$ cat src/tlul_lite_settings.svh
// Widths and register map constants for the TL-UL register device
// Data width is fixed at 32 bits; sizes above 4 bytes are not supported
`ifndef TLUL_LITE_SETTINGS_SVH
`define TLUL_LITE_SETTINGS_SVH

// Bus field widths
`define TL_AW  32
`define TL_DW  32
`define TL_DBW (`TL_DW/8)
`define TL_SZW 2
`define TL_AIW 8

// Register map
`define REG_NUM    8
`define REG_DEV_ID 32'h544C_0001

`endif

$ cat src/tlul_pkg.sv
// TL-UL protocol types for a single host, A and D channels only
// No integrity bits; the user field carries only the instruction flag
`include "tlul_lite_settings.svh"

package tlul_pkg;

  typedef enum logic [2:0] {
    PutFullData    = 3'h0,
    PutPartialData = 3'h1,
    Get            = 3'h4
  } tl_a_op_e;

  typedef enum logic [2:0] {
    AccessAck     = 3'h0,
    AccessAckData = 3'h1
  } tl_d_op_e;

  // Only the exact true pattern counts as true
  typedef enum logic [3:0] {
    MuBi4True  = 4'h6,
    MuBi4False = 4'h9
  } mubi4_t;

  typedef struct packed {
    mubi4_t instr_type;
  } tl_a_user_t;

  typedef struct packed {
    logic                a_valid;
    tl_a_op_e            a_opcode;
    logic [`TL_SZW-1:0]  a_size;
    logic [`TL_AIW-1:0]  a_source;
    logic [`TL_AW-1:0]   a_address;
    logic [`TL_DBW-1:0]  a_mask;
    logic [`TL_DW-1:0]   a_data;
    tl_a_user_t          a_user;
    logic                d_ready;
  } tl_h2d_t;

  typedef struct packed {
    logic                d_valid;
    tl_d_op_e            d_opcode;
    logic [`TL_SZW-1:0]  d_size;
    logic [`TL_AIW-1:0]  d_source;
    logic [`TL_DW-1:0]   d_data;
    logic                d_error;
    logic                a_ready;
  } tl_d2h_t;

  // Payloads as held in the queues, no handshake bits
  typedef struct packed {
    tl_a_op_e            a_opcode;
    logic [`TL_SZW-1:0]  a_size;
    logic [`TL_AIW-1:0]  a_source;
    logic [`TL_AW-1:0]   a_address;
    logic [`TL_DBW-1:0]  a_mask;
    logic [`TL_DW-1:0]   a_data;
    tl_a_user_t          a_user;
  } tl_a_pl_t;

  typedef struct packed {
    tl_d_op_e            d_opcode;
    logic [`TL_SZW-1:0]  d_size;
    logic [`TL_AIW-1:0]  d_source;
    logic [`TL_DW-1:0]   d_data;
    logic                d_error;
  } tl_d_pl_t;

endpackage

$ cat src/tlul_reg_pkg.sv
// Register map types; index width follows REG_NUM
`include "tlul_lite_settings.svh"

package tlul_reg_pkg;

  localparam int RegIdxW = $clog2(`REG_NUM);

  typedef logic [RegIdxW-1:0] reg_idx_t;

  // One register access, we low means read only
  typedef struct packed {
    logic                we;
    reg_idx_t            idx;
    logic [`TL_DBW-1:0]  be;
    logic [`TL_DW-1:0]   wdata;
  } reg_req_t;

endpackage

$ cat src/tlul_err.sv
// A-channel legality check on a request payload, purely combinational
// Supports sizes of 1, 2 and 4 bytes on a 32-bit bus only
// Clock and reset feed the assertion and nothing else
module tlul_err import tlul_pkg::*; (
  input  logic     clk_i,
  input  logic     reset_i,
  input  tl_a_pl_t tl_i,
  output logic     err_o
);

  localparam int MW    = $bits(tl_i.a_mask);
  localparam int SubAW = $clog2(MW);

  logic op_full, op_partial, op_get;
  logic opcode_ok;
  logic instr_wr_err;
  logic addr_sz_chk;    // Size aligned to address
  logic mask_chk;       // No bits outside the active lanes
  logic fulldata_chk;   // Full mask for PutFullData
  logic [SubAW-1:0] byte_off;
  logic [MW-1:0] lane_mask;

  assign op_full    = (tl_i.a_opcode == PutFullData);
  assign op_partial = (tl_i.a_opcode == PutPartialData);
  assign op_get     = (tl_i.a_opcode == Get);
  assign opcode_ok  = op_full | op_partial | op_get;

  // Instruction fetches may only read
  assign instr_wr_err = (tl_i.a_user.instr_type == MuBi4True) & (op_full | op_partial);

  assign byte_off = tl_i.a_address[SubAW-1:0];

  always_comb begin
    lane_mask   = '0;
    addr_sz_chk = 1'b0;
    unique case (tl_i.a_size)
      2'd0: begin
        lane_mask   = MW'(1) << byte_off;
        addr_sz_chk = 1'b1;
      end
      2'd1: begin // Half word, lower or upper pair
        lane_mask   = MW'(3) << {byte_off[SubAW-1:1], 1'b0};
        addr_sz_chk = ~byte_off[0];
      end
      2'd2: begin
        lane_mask   = {MW{1'b1}};
        addr_sz_chk = ~|byte_off;
      end
      default: begin
        lane_mask   = '0;   // Bursts not supported
        addr_sz_chk = 1'b0;
      end
    endcase
  end

  assign mask_chk     = ~|(tl_i.a_mask & ~lane_mask);
  assign fulldata_chk = ((tl_i.a_mask & lane_mask) == lane_mask);

  assign err_o = ~opcode_ok
               | ~addr_sz_chk
               | ~mask_chk
               | (op_full & ~fulldata_chk)
               | instr_wr_err;

  // A legal byte access selects exactly one lane and masks at most that one
  a_byte_one_lane: assert property (@(posedge clk_i) disable iff (reset_i)
    (tl_i.a_size == 2'd0 && !err_o) |-> ($onehot(lane_mask) && $onehot0(tl_i.a_mask)));

endmodule

$ cat src/tlul_fifo.sv
// Synchronous FIFO with valid/ready on both sides, payload type set per instance
// No fall-through: a push becomes visible on the output after its edge
module tlul_fifo #(
  parameter int  DEPTH     = 2,
  parameter type payload_t = logic
) (
  input  logic     clk_i,
  input  logic     reset_i,
  input  logic     in_valid_i,
  output logic     in_ready_o,
  input  payload_t in_data_i,
  output logic     out_valid_o,
  input  logic     out_ready_i,
  output payload_t out_data_o
);

  localparam int PtrW = (DEPTH > 1) ? $clog2(DEPTH) : 1;
  localparam int CntW = $clog2(DEPTH + 1);

  payload_t        mem_q [DEPTH];
  logic [PtrW-1:0] wr_ptr_q, rd_ptr_q;
  logic [CntW-1:0] count_q;
  logic            push, pop;

  function automatic logic [PtrW-1:0] ptr_inc(input logic [PtrW-1:0] ptr);
    return (ptr == PtrW'(DEPTH - 1)) ? '0 : ptr + 1'b1;
  endfunction

  assign out_valid_o = (count_q != '0);
  assign out_data_o  = mem_q[rd_ptr_q];
  assign pop         = out_valid_o & out_ready_i;
  assign in_ready_o  = (count_q < CntW'(DEPTH)) | pop;  // Full but draining is ok
  assign push        = in_valid_i & in_ready_o;

  always_ff @(posedge clk_i) begin
    if (push) mem_q[wr_ptr_q] <= in_data_i;
  end

  always_ff @(posedge clk_i) begin
    if (reset_i) begin
      wr_ptr_q <= '0;
      rd_ptr_q <= '0;
      count_q  <= '0;
    end else begin
      if (push) wr_ptr_q <= ptr_inc(wr_ptr_q);
      if (pop)  rd_ptr_q <= ptr_inc(rd_ptr_q);
      if (push && !pop)      count_q <= count_q + 1'b1;
      else if (pop && !push) count_q <= count_q - 1'b1;
    end
  end

  a_no_overflow: assert property (@(posedge clk_i) disable iff (reset_i)
    count_q <= CntW'(DEPTH));

  // Head item must hold while the consumer stalls
  a_out_stable: assert property (@(posedge clk_i) disable iff (reset_i)
    (out_valid_o && !out_ready_i) |=> (out_valid_o && $stable(out_data_o)));

endmodule

$ cat src/tlul_reg_file.sv
// REG_NUM 32-bit registers with byte enables; last one is a read-only ID
// Writes to the ID register are dropped without an error
`include "tlul_lite_settings.svh"

module tlul_reg_file import tlul_reg_pkg::*; (
  input  logic             clk_i,
  input  logic             reset_i,
  input  logic             req_valid_i,
  input  reg_req_t         req_i,
  output logic [`TL_DW-1:0] rdata_o
);

  localparam int NumRw = `REG_NUM - 1;

  logic [`TL_DW-1:0] regs_q [NumRw];

  always_ff @(posedge clk_i) begin
    if (reset_i) begin
      for (int i = 0; i < NumRw; i++) regs_q[i] <= '0;
    end else if (req_valid_i && req_i.we) begin
      for (int i = 0; i < NumRw; i++) begin
        if (req_i.idx == reg_idx_t'(i)) begin
          for (int b = 0; b < `TL_DBW; b++) begin
            if (req_i.be[b]) regs_q[i][8*b +: 8] <= req_i.wdata[8*b +: 8];
          end
        end
      end
    end
  end

  // Falls back to the ID when no writable register matches
  always_comb begin
    rdata_o = `REG_DEV_ID;
    for (int i = 0; i < NumRw; i++) begin
      if (req_i.idx == reg_idx_t'(i)) rdata_o = regs_q[i];
    end
  end

endmodule

$ cat src/tlul_reg_adapter.sv
// Turns one queued A request into a register access and a D reply
// Window is REG_NUM words from address 0; anything above is an error
`include "tlul_lite_settings.svh"

module tlul_reg_adapter import tlul_pkg::*; import tlul_reg_pkg::*; (
  input  logic             clk_i,
  input  logic             reset_i,
  input  logic             req_valid_i,
  input  tl_a_pl_t         req_i,
  output logic             req_pop_o,
  output logic             rsp_valid_o,
  input  logic             rsp_ready_i,
  output tl_d_pl_t         rsp_o,
  output logic             reg_req_valid_o,
  output reg_req_t         reg_req_o,
  input  logic [`TL_DW-1:0] reg_rdata_i
);

  localparam int WordAW = $clog2(`TL_DBW);
  localparam int WinAW  = RegIdxW + WordAW;   // 5 bits for eight words

  logic proto_err;
  logic win_err;
  logic err;
  logic is_get, is_put;
  logic accept;

  tlul_err u_err (
    .clk_i   (clk_i),
    .reset_i (reset_i),
    .tl_i    (req_i),
    .err_o   (proto_err)
  );

  assign win_err = |req_i.a_address[`TL_AW-1:WinAW];
  assign err     = proto_err | win_err;

  assign is_get = (req_i.a_opcode == Get);
  assign is_put = (req_i.a_opcode == PutFullData) | (req_i.a_opcode == PutPartialData);

  // Pop and push happen together, so both wait on room in the response queue
  assign accept      = req_valid_i & rsp_ready_i;
  assign req_pop_o   = accept;
  assign rsp_valid_o = req_valid_i;

  // Only legal accesses reach the register file
  assign reg_req_valid_o = accept & ~err;
  assign reg_req_o = '{
    we:    is_put & ~err,
    idx:   req_i.a_address[WinAW-1:WordAW],
    be:    req_i.a_mask,
    wdata: req_i.a_data
  };

  assign rsp_o = '{
    d_opcode: is_get ? AccessAckData : AccessAck,
    d_size:   req_i.a_size,
    d_source: req_i.a_source,
    d_data:   (is_get && !err) ? reg_rdata_i : '0,
    d_error:  err
  };

  // No write from an instruction fetch or from outside the window
  a_no_write_on_err: assert property (@(posedge clk_i) disable iff (reset_i)
    (reg_req_valid_o && reg_req_o.we) |->
      ((req_i.a_address < `REG_NUM * `TL_DBW) && (req_i.a_user.instr_type != MuBi4True)));

endmodule

$ cat src/tlul_reg_top.sv
// TL-UL register device with two-entry request and response queues
// At most four requests in flight; replies come back in request order
`include "tlul_lite_settings.svh"

module tlul_reg_top import tlul_pkg::*; import tlul_reg_pkg::*; (
  input  logic    clk_i,
  input  logic    reset_i,
  input  tl_h2d_t tl_i,
  output tl_d2h_t tl_o
);

  tl_a_pl_t          req_in, req_out;
  logic              req_in_ready, req_out_valid, req_pop;
  tl_d_pl_t          rsp_in, rsp_out;
  logic              rsp_in_valid, rsp_in_ready, rsp_out_valid;
  logic              reg_req_valid;
  reg_req_t          reg_req;
  logic [`TL_DW-1:0] reg_rdata;

  assign req_in = '{
    a_opcode:  tl_i.a_opcode,
    a_size:    tl_i.a_size,
    a_source:  tl_i.a_source,
    a_address: tl_i.a_address,
    a_mask:    tl_i.a_mask,
    a_data:    tl_i.a_data,
    a_user:    tl_i.a_user
  };

  tlul_fifo #(.DEPTH(2), .payload_t(tl_a_pl_t)) req_fifo (
    .clk_i       (clk_i),
    .reset_i     (reset_i),
    .in_valid_i  (tl_i.a_valid),
    .in_ready_o  (req_in_ready),
    .in_data_i   (req_in),
    .out_valid_o (req_out_valid),
    .out_ready_i (req_pop),
    .out_data_o  (req_out)
  );

  tlul_reg_adapter u_adapter (
    .clk_i           (clk_i),
    .reset_i         (reset_i),
    .req_valid_i     (req_out_valid),
    .req_i           (req_out),
    .req_pop_o       (req_pop),
    .rsp_valid_o     (rsp_in_valid),
    .rsp_ready_i     (rsp_in_ready),
    .rsp_o           (rsp_in),
    .reg_req_valid_o (reg_req_valid),
    .reg_req_o       (reg_req),
    .reg_rdata_i     (reg_rdata)
  );

  tlul_reg_file u_reg_file (
    .clk_i       (clk_i),
    .reset_i     (reset_i),
    .req_valid_i (reg_req_valid),
    .req_i       (reg_req),
    .rdata_o     (reg_rdata)
  );

  tlul_fifo #(.DEPTH(2), .payload_t(tl_d_pl_t)) rsp_fifo (
    .clk_i       (clk_i),
    .reset_i     (reset_i),
    .in_valid_i  (rsp_in_valid),
    .in_ready_o  (rsp_in_ready),
    .in_data_i   (rsp_in),
    .out_valid_o (rsp_out_valid),
    .out_ready_i (tl_i.d_ready),
    .out_data_o  (rsp_out)
  );

  assign tl_o = '{
    d_valid:  rsp_out_valid,
    d_opcode: rsp_out.d_opcode,
    d_size:   rsp_out.d_size,
    d_source: rsp_out.d_source,
    d_data:   rsp_out.d_data,
    d_error:  rsp_out.d_error,
    a_ready:  req_in_ready
  };

endmodule

$ cat config.mk
export PLATFORM = sky130hd
export DESIGN_NAME = tlul_reg_top
export DESIGN_NICKNAME = d
export VERILOG_FILES = /design/src/tlul_pkg.sv /design/src/tlul_reg_pkg.sv /design/src/tlul_err.sv /design/src/tlul_fifo.sv /design/src/tlul_reg_file.sv /design/src/tlul_reg_adapter.sv /design/src/tlul_reg_top.sv
export VERILOG_INCLUDE_DIRS = /design/src
export SDC_FILE = /design/constraint.sdc
export NUM_CORES = 1
export LEC_CHECK = 0
export BUFFER_PORTS_ARGS = -buffer_cell sky130_fd_sc_hd__clkbuf_2
export CORE_ASPECT_RATIO = 0.75
export CORE_MARGIN = 4
export CORE_UTILIZATION = 40
export CTS_CLUSTER_DIAMETER = 40
export DETAILED_ROUTE_END_ITERATION = 10
export GPL_TIMING_DRIVEN = 0
export HOLD_SLACK_MARGIN = 0.03
export SLEW_MARGIN = 15
export SYNTH_ARGS = -nofsm -noshare
export SYNTH_HDL_FRONTEND = slang
export SYNTH_SLANG_ARGS = --single-unit
$ cat constraint.sdc
create_clock -name clk_i -period 5.65 [get_ports clk_i]
set_clock_uncertainty 0.1 [all_clocks]
set_input_delay 0.2825 -clock clk_i [delete_from_list [all_inputs] [get_ports clk_i]]
set_output_delay 0.2825 -clock clk_i [all_outputs]
set_load 0.05 [all_outputs]
**Yosys cells after proc, flatten, opt, wreduce, memory -nomap -nowiden**

Memories as Yosys holds them, arrays and structs flattened. A register that Yosys moved wholly into a read port is not among the register bits.
Index checks and enable logic that the tools add are counted.

- $add $sub $neg: 8
- Magnitude comparators: 2
- Equal/unequal tests: 12
- Shift operators: 2
- Mux-type cells: 173
- Bitwise logic cells: 53
- Reduce and logical (&&, ||, !) cells: 22

Operator list:

| kind | count |
|---|---|
| 32-bit 2-to-1 mux | 8 |
| 8-bit 2-to-1 mux | 28 |
| 1-bit 2-to-1 mux | 131 |
| 1-bit bitwise OR | 37 |
| 27-bit OR reduction | 1 |
| 3-bit equality test, second input constant | 4 |
| 4-bit case mux with 3 select lines | 1 |
| 1-bit AND | 8 |
| 4-bit AND | 2 |
| 2-bit 2-to-1 mux | 4 |
| 2-bit nonzero test | 4 |
| 3-bit by 1-bit equality test with 1-bit output, second input constant | 2 |
| 3-bit by 2-bit equality test with 1-bit output, second input constant | 2 |
| 1-bit logical AND | 6 |
| 1-bit logical NOT | 6 |
| 3-bit logical NOT | 2 |
| 1-bit NOT | 5 |
| 1-bit adder, second input constant | 4 |
| 2-bit by 1-bit adder with 2-bit output, second input constant | 2 |
| 4-bit by 3-bit equality test with 1-bit output, second input constant | 1 |
| 4-bit equality test | 1 |
| 2-bit less-than comparator, second input constant | 2 |
| 4-bit NOT | 1 |
| 4-bit OR reduction | 1 |
| 8 further kinds | 9 |

- Register bits after elaboration: 8
- Memory bits (writable): 482
- Input bits: 89
- Output and inout bits: 48
- Logic and storage cells: 281
- Memories kept: 3

Memory list:

| memory | depth | bits a word | read ports | clocked after Yosys merged registers in | write ports | RTL line | RTL |
|---|---|---|---|---|---|---|---|
| u_reg_file.regs_q | 7 | 32 | 7 | 0 | 7 | tlul_reg_file.sv:15 | `` logic [`TL_DW-1:0] regs_q [NumRw]; `` |
| req_fifo.mem_q | 2 | 85 | 1 | 1 | 1 | tlul_fifo.sv:20 | `payload_t mem_q [DEPTH];` |
| rsp_fifo.mem_q | 2 | 44 | 1 | 1 | 1 | tlul_fifo.sv:20 |  |

**Longest topological paths before layout**

- Word-level depth: 16
- Mapped depth: 11
- Depth with buffers taken out: 8

**Hierarchy**

Synthesis repeated with hierarchy kept, for this count alone.

- Cells, all modules: 1408
- Area total of the unflattened synthesis: 21579.4 sq um

By module, submodules not included:

| module | times used | cells each | area an instance (sq um) | seq. area each (sq um) |
|---|---|---|---|---|
| tlul_reg_file | 1 | 777 | 10207.3 | 6726.5 |
| tlul_fifo (req_fifo) | 1 | 288 | 6363.6 | 5205.0 |
| tlul_fifo (rsp_fifo) | 1 | 167 | 3555.9 | 2862.7 |
| tlul_reg_adapter | 1 | 152 | 1280.0 | 0.0 |
| tlul_err | 1 | 22 | 157.7 | 0.0 |
| tlul_reg_top | 1 | 2 | 15.0 | 0.0 |

**Worst setup path after synthesis**

Ideal clock, no wire load.

- Kind: reg-to-reg
- From: register rsp_fifo.count_q[1]
- To: memory req_fifo.mem_q[0][0] (netlist bit), enable pin
- Library setup time: 0.529 ns
- Arrival time: 4.154 ns
- Path slack: 0.867 ns
- Cell stages (with the launch flop): 5
- Clock period less this slack: 4.783 ns
- Cells stage by stage: dfxtp_1 -> nor2b_1 -> nand2_1 -> nand2_1 -> nor2_1

- Cells in the longest elaborated chain, start to end: 9

RTL lines:

| element | RTL line | RTL |
|---|---|---|
| start, declared | tlul_fifo.sv:22 | `logic [CntW-1:0] count_q;` |
| start signal, assigned | tlul_fifo.sv:47 | `if (push && !pop) count_q <= count_q + 1'b1;` |
| start signal, assigned | tlul_fifo.sv:48 | `else if (pop && !push) count_q <= count_q - 1'b1;` |
| 2-bit nonzero test | tlul_fifo.sv:29 | `assign out_valid_o = (count_q != '0);` |
| 1-bit AND | tlul_fifo.sv:31 | `assign pop = out_valid_o & out_ready_i;` |
| 1-bit bitwise OR * | tlul_fifo.sv:32 | `assign in_ready_o = (count_q < CntW'(DEPTH)) \| pop;` |
| 1-bit AND * | tlul_reg_adapter.sv:42 | `assign accept = req_valid_i & rsp_ready_i;` |
| 1-bit AND * | tlul_fifo.sv:31 |  |
| 1-bit bitwise OR * | tlul_fifo.sv:32 |  |
| named net req_fifo.in_ready_o | tlul_fifo.sv:10 | `output logic in_ready_o,` |
| 1-bit AND * | tlul_fifo.sv:33 | `assign push = in_valid_i & in_ready_o;` |
| 1-bit 2-to-1 mux * | tlul_fifo.sv:36 | `if (push) mem_q[wr_ptr_q] <= in_data_i;` |
| 1-bit 2-to-1 mux (not written as such) * | tlul_fifo.sv:36 |  |
| end, declared | tlul_fifo.sv:20 |  |

The timed path passes the listed nets; every way through them passes the cells marked *.

==> results.sh <==
export IMPL_yosys_warnings=0
export IMPL_vias_per_cell=5.62
export IMPL_hold_viol=0
export IMPL_grt_pass1_vias=13500
export IMPL_timing_rr_end="u_reg_file.regs_q[0][152]"
export IMPL_syn_area_sq_um=20400
export IMPL_postLayoutCellArea_sq_um=24900
export IMPL_gp_congestion=0.939
export IMPL_syn_inst=1411
export IMPL_fillCellCount=4328
export IMPL_hold_buffers=87
export IMPL_path_delay_family="simple AND/OR/NAND/NOR gates"
export IMPL_vias=13500
export IMPL_dp_final_hpwl_um=40600
export IMPL_worstSetupEndpointType="register"
export IMPL_ys_types=51
export IMPL_multi_input_area_sq_um=5280
export IMPL_worstMarginPinSlew_ps=1170
export IMPL_timing_final_crit_share_pct=78.6
export IMPL_period_needed_ps=4440
export IMPL_fin_util_pct=49.5
export IMPL_synth_ff_latch_count=492
export IMPL_slowest_delay_ps=970
export IMPL_cp_data_required_time_ps=5770
export IMPL_ys_flop_type="edfxtp_1"
export IMPL_setup_violations=0
export IMPL_crit_type="reg -> reg"
export IMPL_layout_common_cells="482 x edfxtp_1, 148 x nand2_1, 142 x nor3_1, 133 x clkbuf_2, 99 x nor2_1"
export IMPL_setup_tns_ps=0
export IMPL_cp_max_fo=10
export IMPL_ys_seq_area_share_pct=71.8
export IMPL_die_area_sq_um=54800
export IMPL_cp_endpoint="u_reg_file.regs_q[0][152]"
export IMPL_cts_setup_buffers=0
export IMPL_drc=0
export IMPL_syn_to_final_growth_pct=21.9
export IMPL_drv_cap=0
export IMPL_clk_path_buf_depth=3
export IMPL_core_sq_um=50400
export IMPL_drive_gt1_share_pct=22.5
export IMPL_grt_usage_pct=21.0
export IMPL_cts_num_sinks=492
export IMPL_yosysTopAreaCell="edfxtp_1"
export IMPL_cts_tree="built"
export IMPL_clock_latency_ps=620
export IMPL_powerDensity_nw_per_um2=448
export IMPL_synthTopCellsByArea="edfxtp_1 71%, nor3_1 3.5%, mux2_2 3.4%"
export IMPL_ys_async_sr_fraction_pct=0
export IMPL_cp_slowest_cell="mux2i_1"
export IMPL_p_leak_nw=8.29
export IMPL_gr_total_overflow=0
export IMPL_port_buffers=133
export IMPL_ff2ff_setup_slack_ps=1210
export IMPL_antenna_found_initial=0
export IMPL_ff2ff_path_depth=8
export IMPL_start_util_pct=40.6
export IMPL_clk_pin_slew_ps=70
export IMPL_worstPathCellList="buf_2 -> buf_4 -> buf_4 -> mux2i_1 -> nand3_1 -> nor2_1 -> nand2_1 -> o21bai_1"
export IMPL_worst_path_buf_inv=3
export IMPL_fin_nets=1791
export IMPL_first_pass_iters=8
export IMPL_numCtsBuffers=60
export IMPL_routed_wl_um=57400
export IMPL_cp_start_kind="register"
export IMPL_grt_max_degree=57
export IMPL_io_pins=137
export IMPL_outcome="finished clean"
export IMPL_setup_ws_ps=1210
export IMPL_cts_max_level=2
export IMPL_finalMaxSlewViolations=0
export IMPL_cp_depth=8
export IMPL_pre_cts_ws_ps=1210
export IMPL_cts_resized=0
export IMPL_postPlaceCellArea_sq_um=22100
export IMPL_synth_edff_count=482
export IMPL_p_total_mw=11.2
export IMPL_drt_initial_drc_count=1399
export IMPL_ant_nets=0
export IMPL_rows=71
export IMPL_area_sequential_sq_um=14700
export IMPL_final_common_cell="edfxtp_1"
export IMPL_max_freq_mhz=225
export IMPL_yosysTopAreaCellShare_pct=70.8
export IMPL_cp_arrival_ps=4560
export IMPL_wire_per_inst_um=23.8
export IMPL_diodes=0
export IMPL_worstHoldPathType="in -> reg"
export IMPL_grt_first_pass_wirelength_um=84900
export IMPL_crit_top_cell="buf_4"
export IMPL_die_w_um=269
export IMPL_vdd_drop_max_mv=0.225
export IMPL_max_slew_margin_pct=20.1
export IMPL_die_height_um=204
export IMPL_rsz0062_at_grt="no"
export IMPL_root_buffer="clkbuf_16"
export IMPL_postSynthAreaPerCell_sq_um=14.5
how the worst min path moves through the flow:
stage / endpoint / startpoint / cells after the start
detailed placement: req_fifo.mem_q[0][43] / tl_i[44] / 1
global placement: req_fifo.mem_q[0][77] / tl_i[78] / 1
CTS: u_reg_file.regs_q[0][223] / reset_i / 2
floorplan: req_fifo.mem_q[0][0] / tl_i[1] / 0
global route: u_reg_file.regs_q[0][223] / reset_i / 2
finish: u_reg_file.regs_q[0][223] / reset_i / 2
synthesized netlist by cell type (24+ instances only):
library cell and n:
nor3_1 142, nand2_1 148, edfxtp_1 482, nor2_1 101, nand3_1 24, mux2i_1 39, nor4_1 79, mux2_2 62
clkbuf_1 57, a21oi_1 60, o21bai_1 28, mux4_2 30, a211oi_1 26, buf_2 38
report_power, final:
| part | internal [mW] | leakage, nW | switching, mW |
|---|---|---|---|
| logic | 0.804 | 2.52 | 2.07 |
| clock network | 2.16 | 0.957 | 1.55 |
| registers | 4.47 | 4.82 | 0.105 |
| total | 7.44 | 8.29 | 3.72 |
flip-flops by register name (all words and copies together), names as in the netlist, named ones only:
| name | flops |
|---|---|
| req_fifo.mem_q | 170 |
| req_fifo.count_q | 2 |
| u_reg_file.regs_q | 224 |
| rsp_fifo.mem_q | 88 |
| req_fifo.wr_ptr_q | 1 |
| rsp_fifo.count_q | 2 |
| req_fifo.rd_ptr_q | 1 |
| rsp_fifo.wr_ptr_q | 1 |
| rsp_fifo.rd_ptr_q | 1 |
per-stage QoR:
step	hold slack, ps	std cells
after floorplan	281	1412
after global placement	371	2202
after detailed placement	377	2208
after CTS	159	2409
after global routing	219	2409
final	187	2409
kinds of logic (layout without fill, tap and decap cells):
group                      count (synthesis)  after routing  share of synthesized area (%)
adders and majority gates                  2              2                          0.122
muxes                                    132            132                           8.69
and+or+nand+nor                          518            518                           11.9
other                                      1              2                         0.0183
AOI/OAI and AO/OA                        143            143                           4.60
buffers and inverters                    115            455                           2.60
DFF                                      492            492                           71.8
xor gates and xnor gates                   8              8                          0.343
worst reg2reg max path, delay by kind of cell, from the launching register on:
family	cells	cell delay [ps]
compound gates	1	840
simple gates	3	1000
mux	1	970
flops	1	360
buf+inv	3	770
area by class of cell:
type	count	share of cell area [%]
buffer	112	2.09
clock buffer	73	6.51
clock inverter	41	1.30
inverter	3	0.0452
multi-input combinational	805	21.2
sequential	492	58.9
tap	657	3.30
timing repair buffer	226	6.71
layer usage:
metal  vias up  part of all wire (%)  GRT usage, %
met1      6707                    41          28.9
met4         0                   2.4          6.05
met5         -                     0             0
met2       676                    43          30.6
met3        98                    14          8.83
li1       6046                     -             -
No activity file was read; power rests on OpenSTA's default activity.
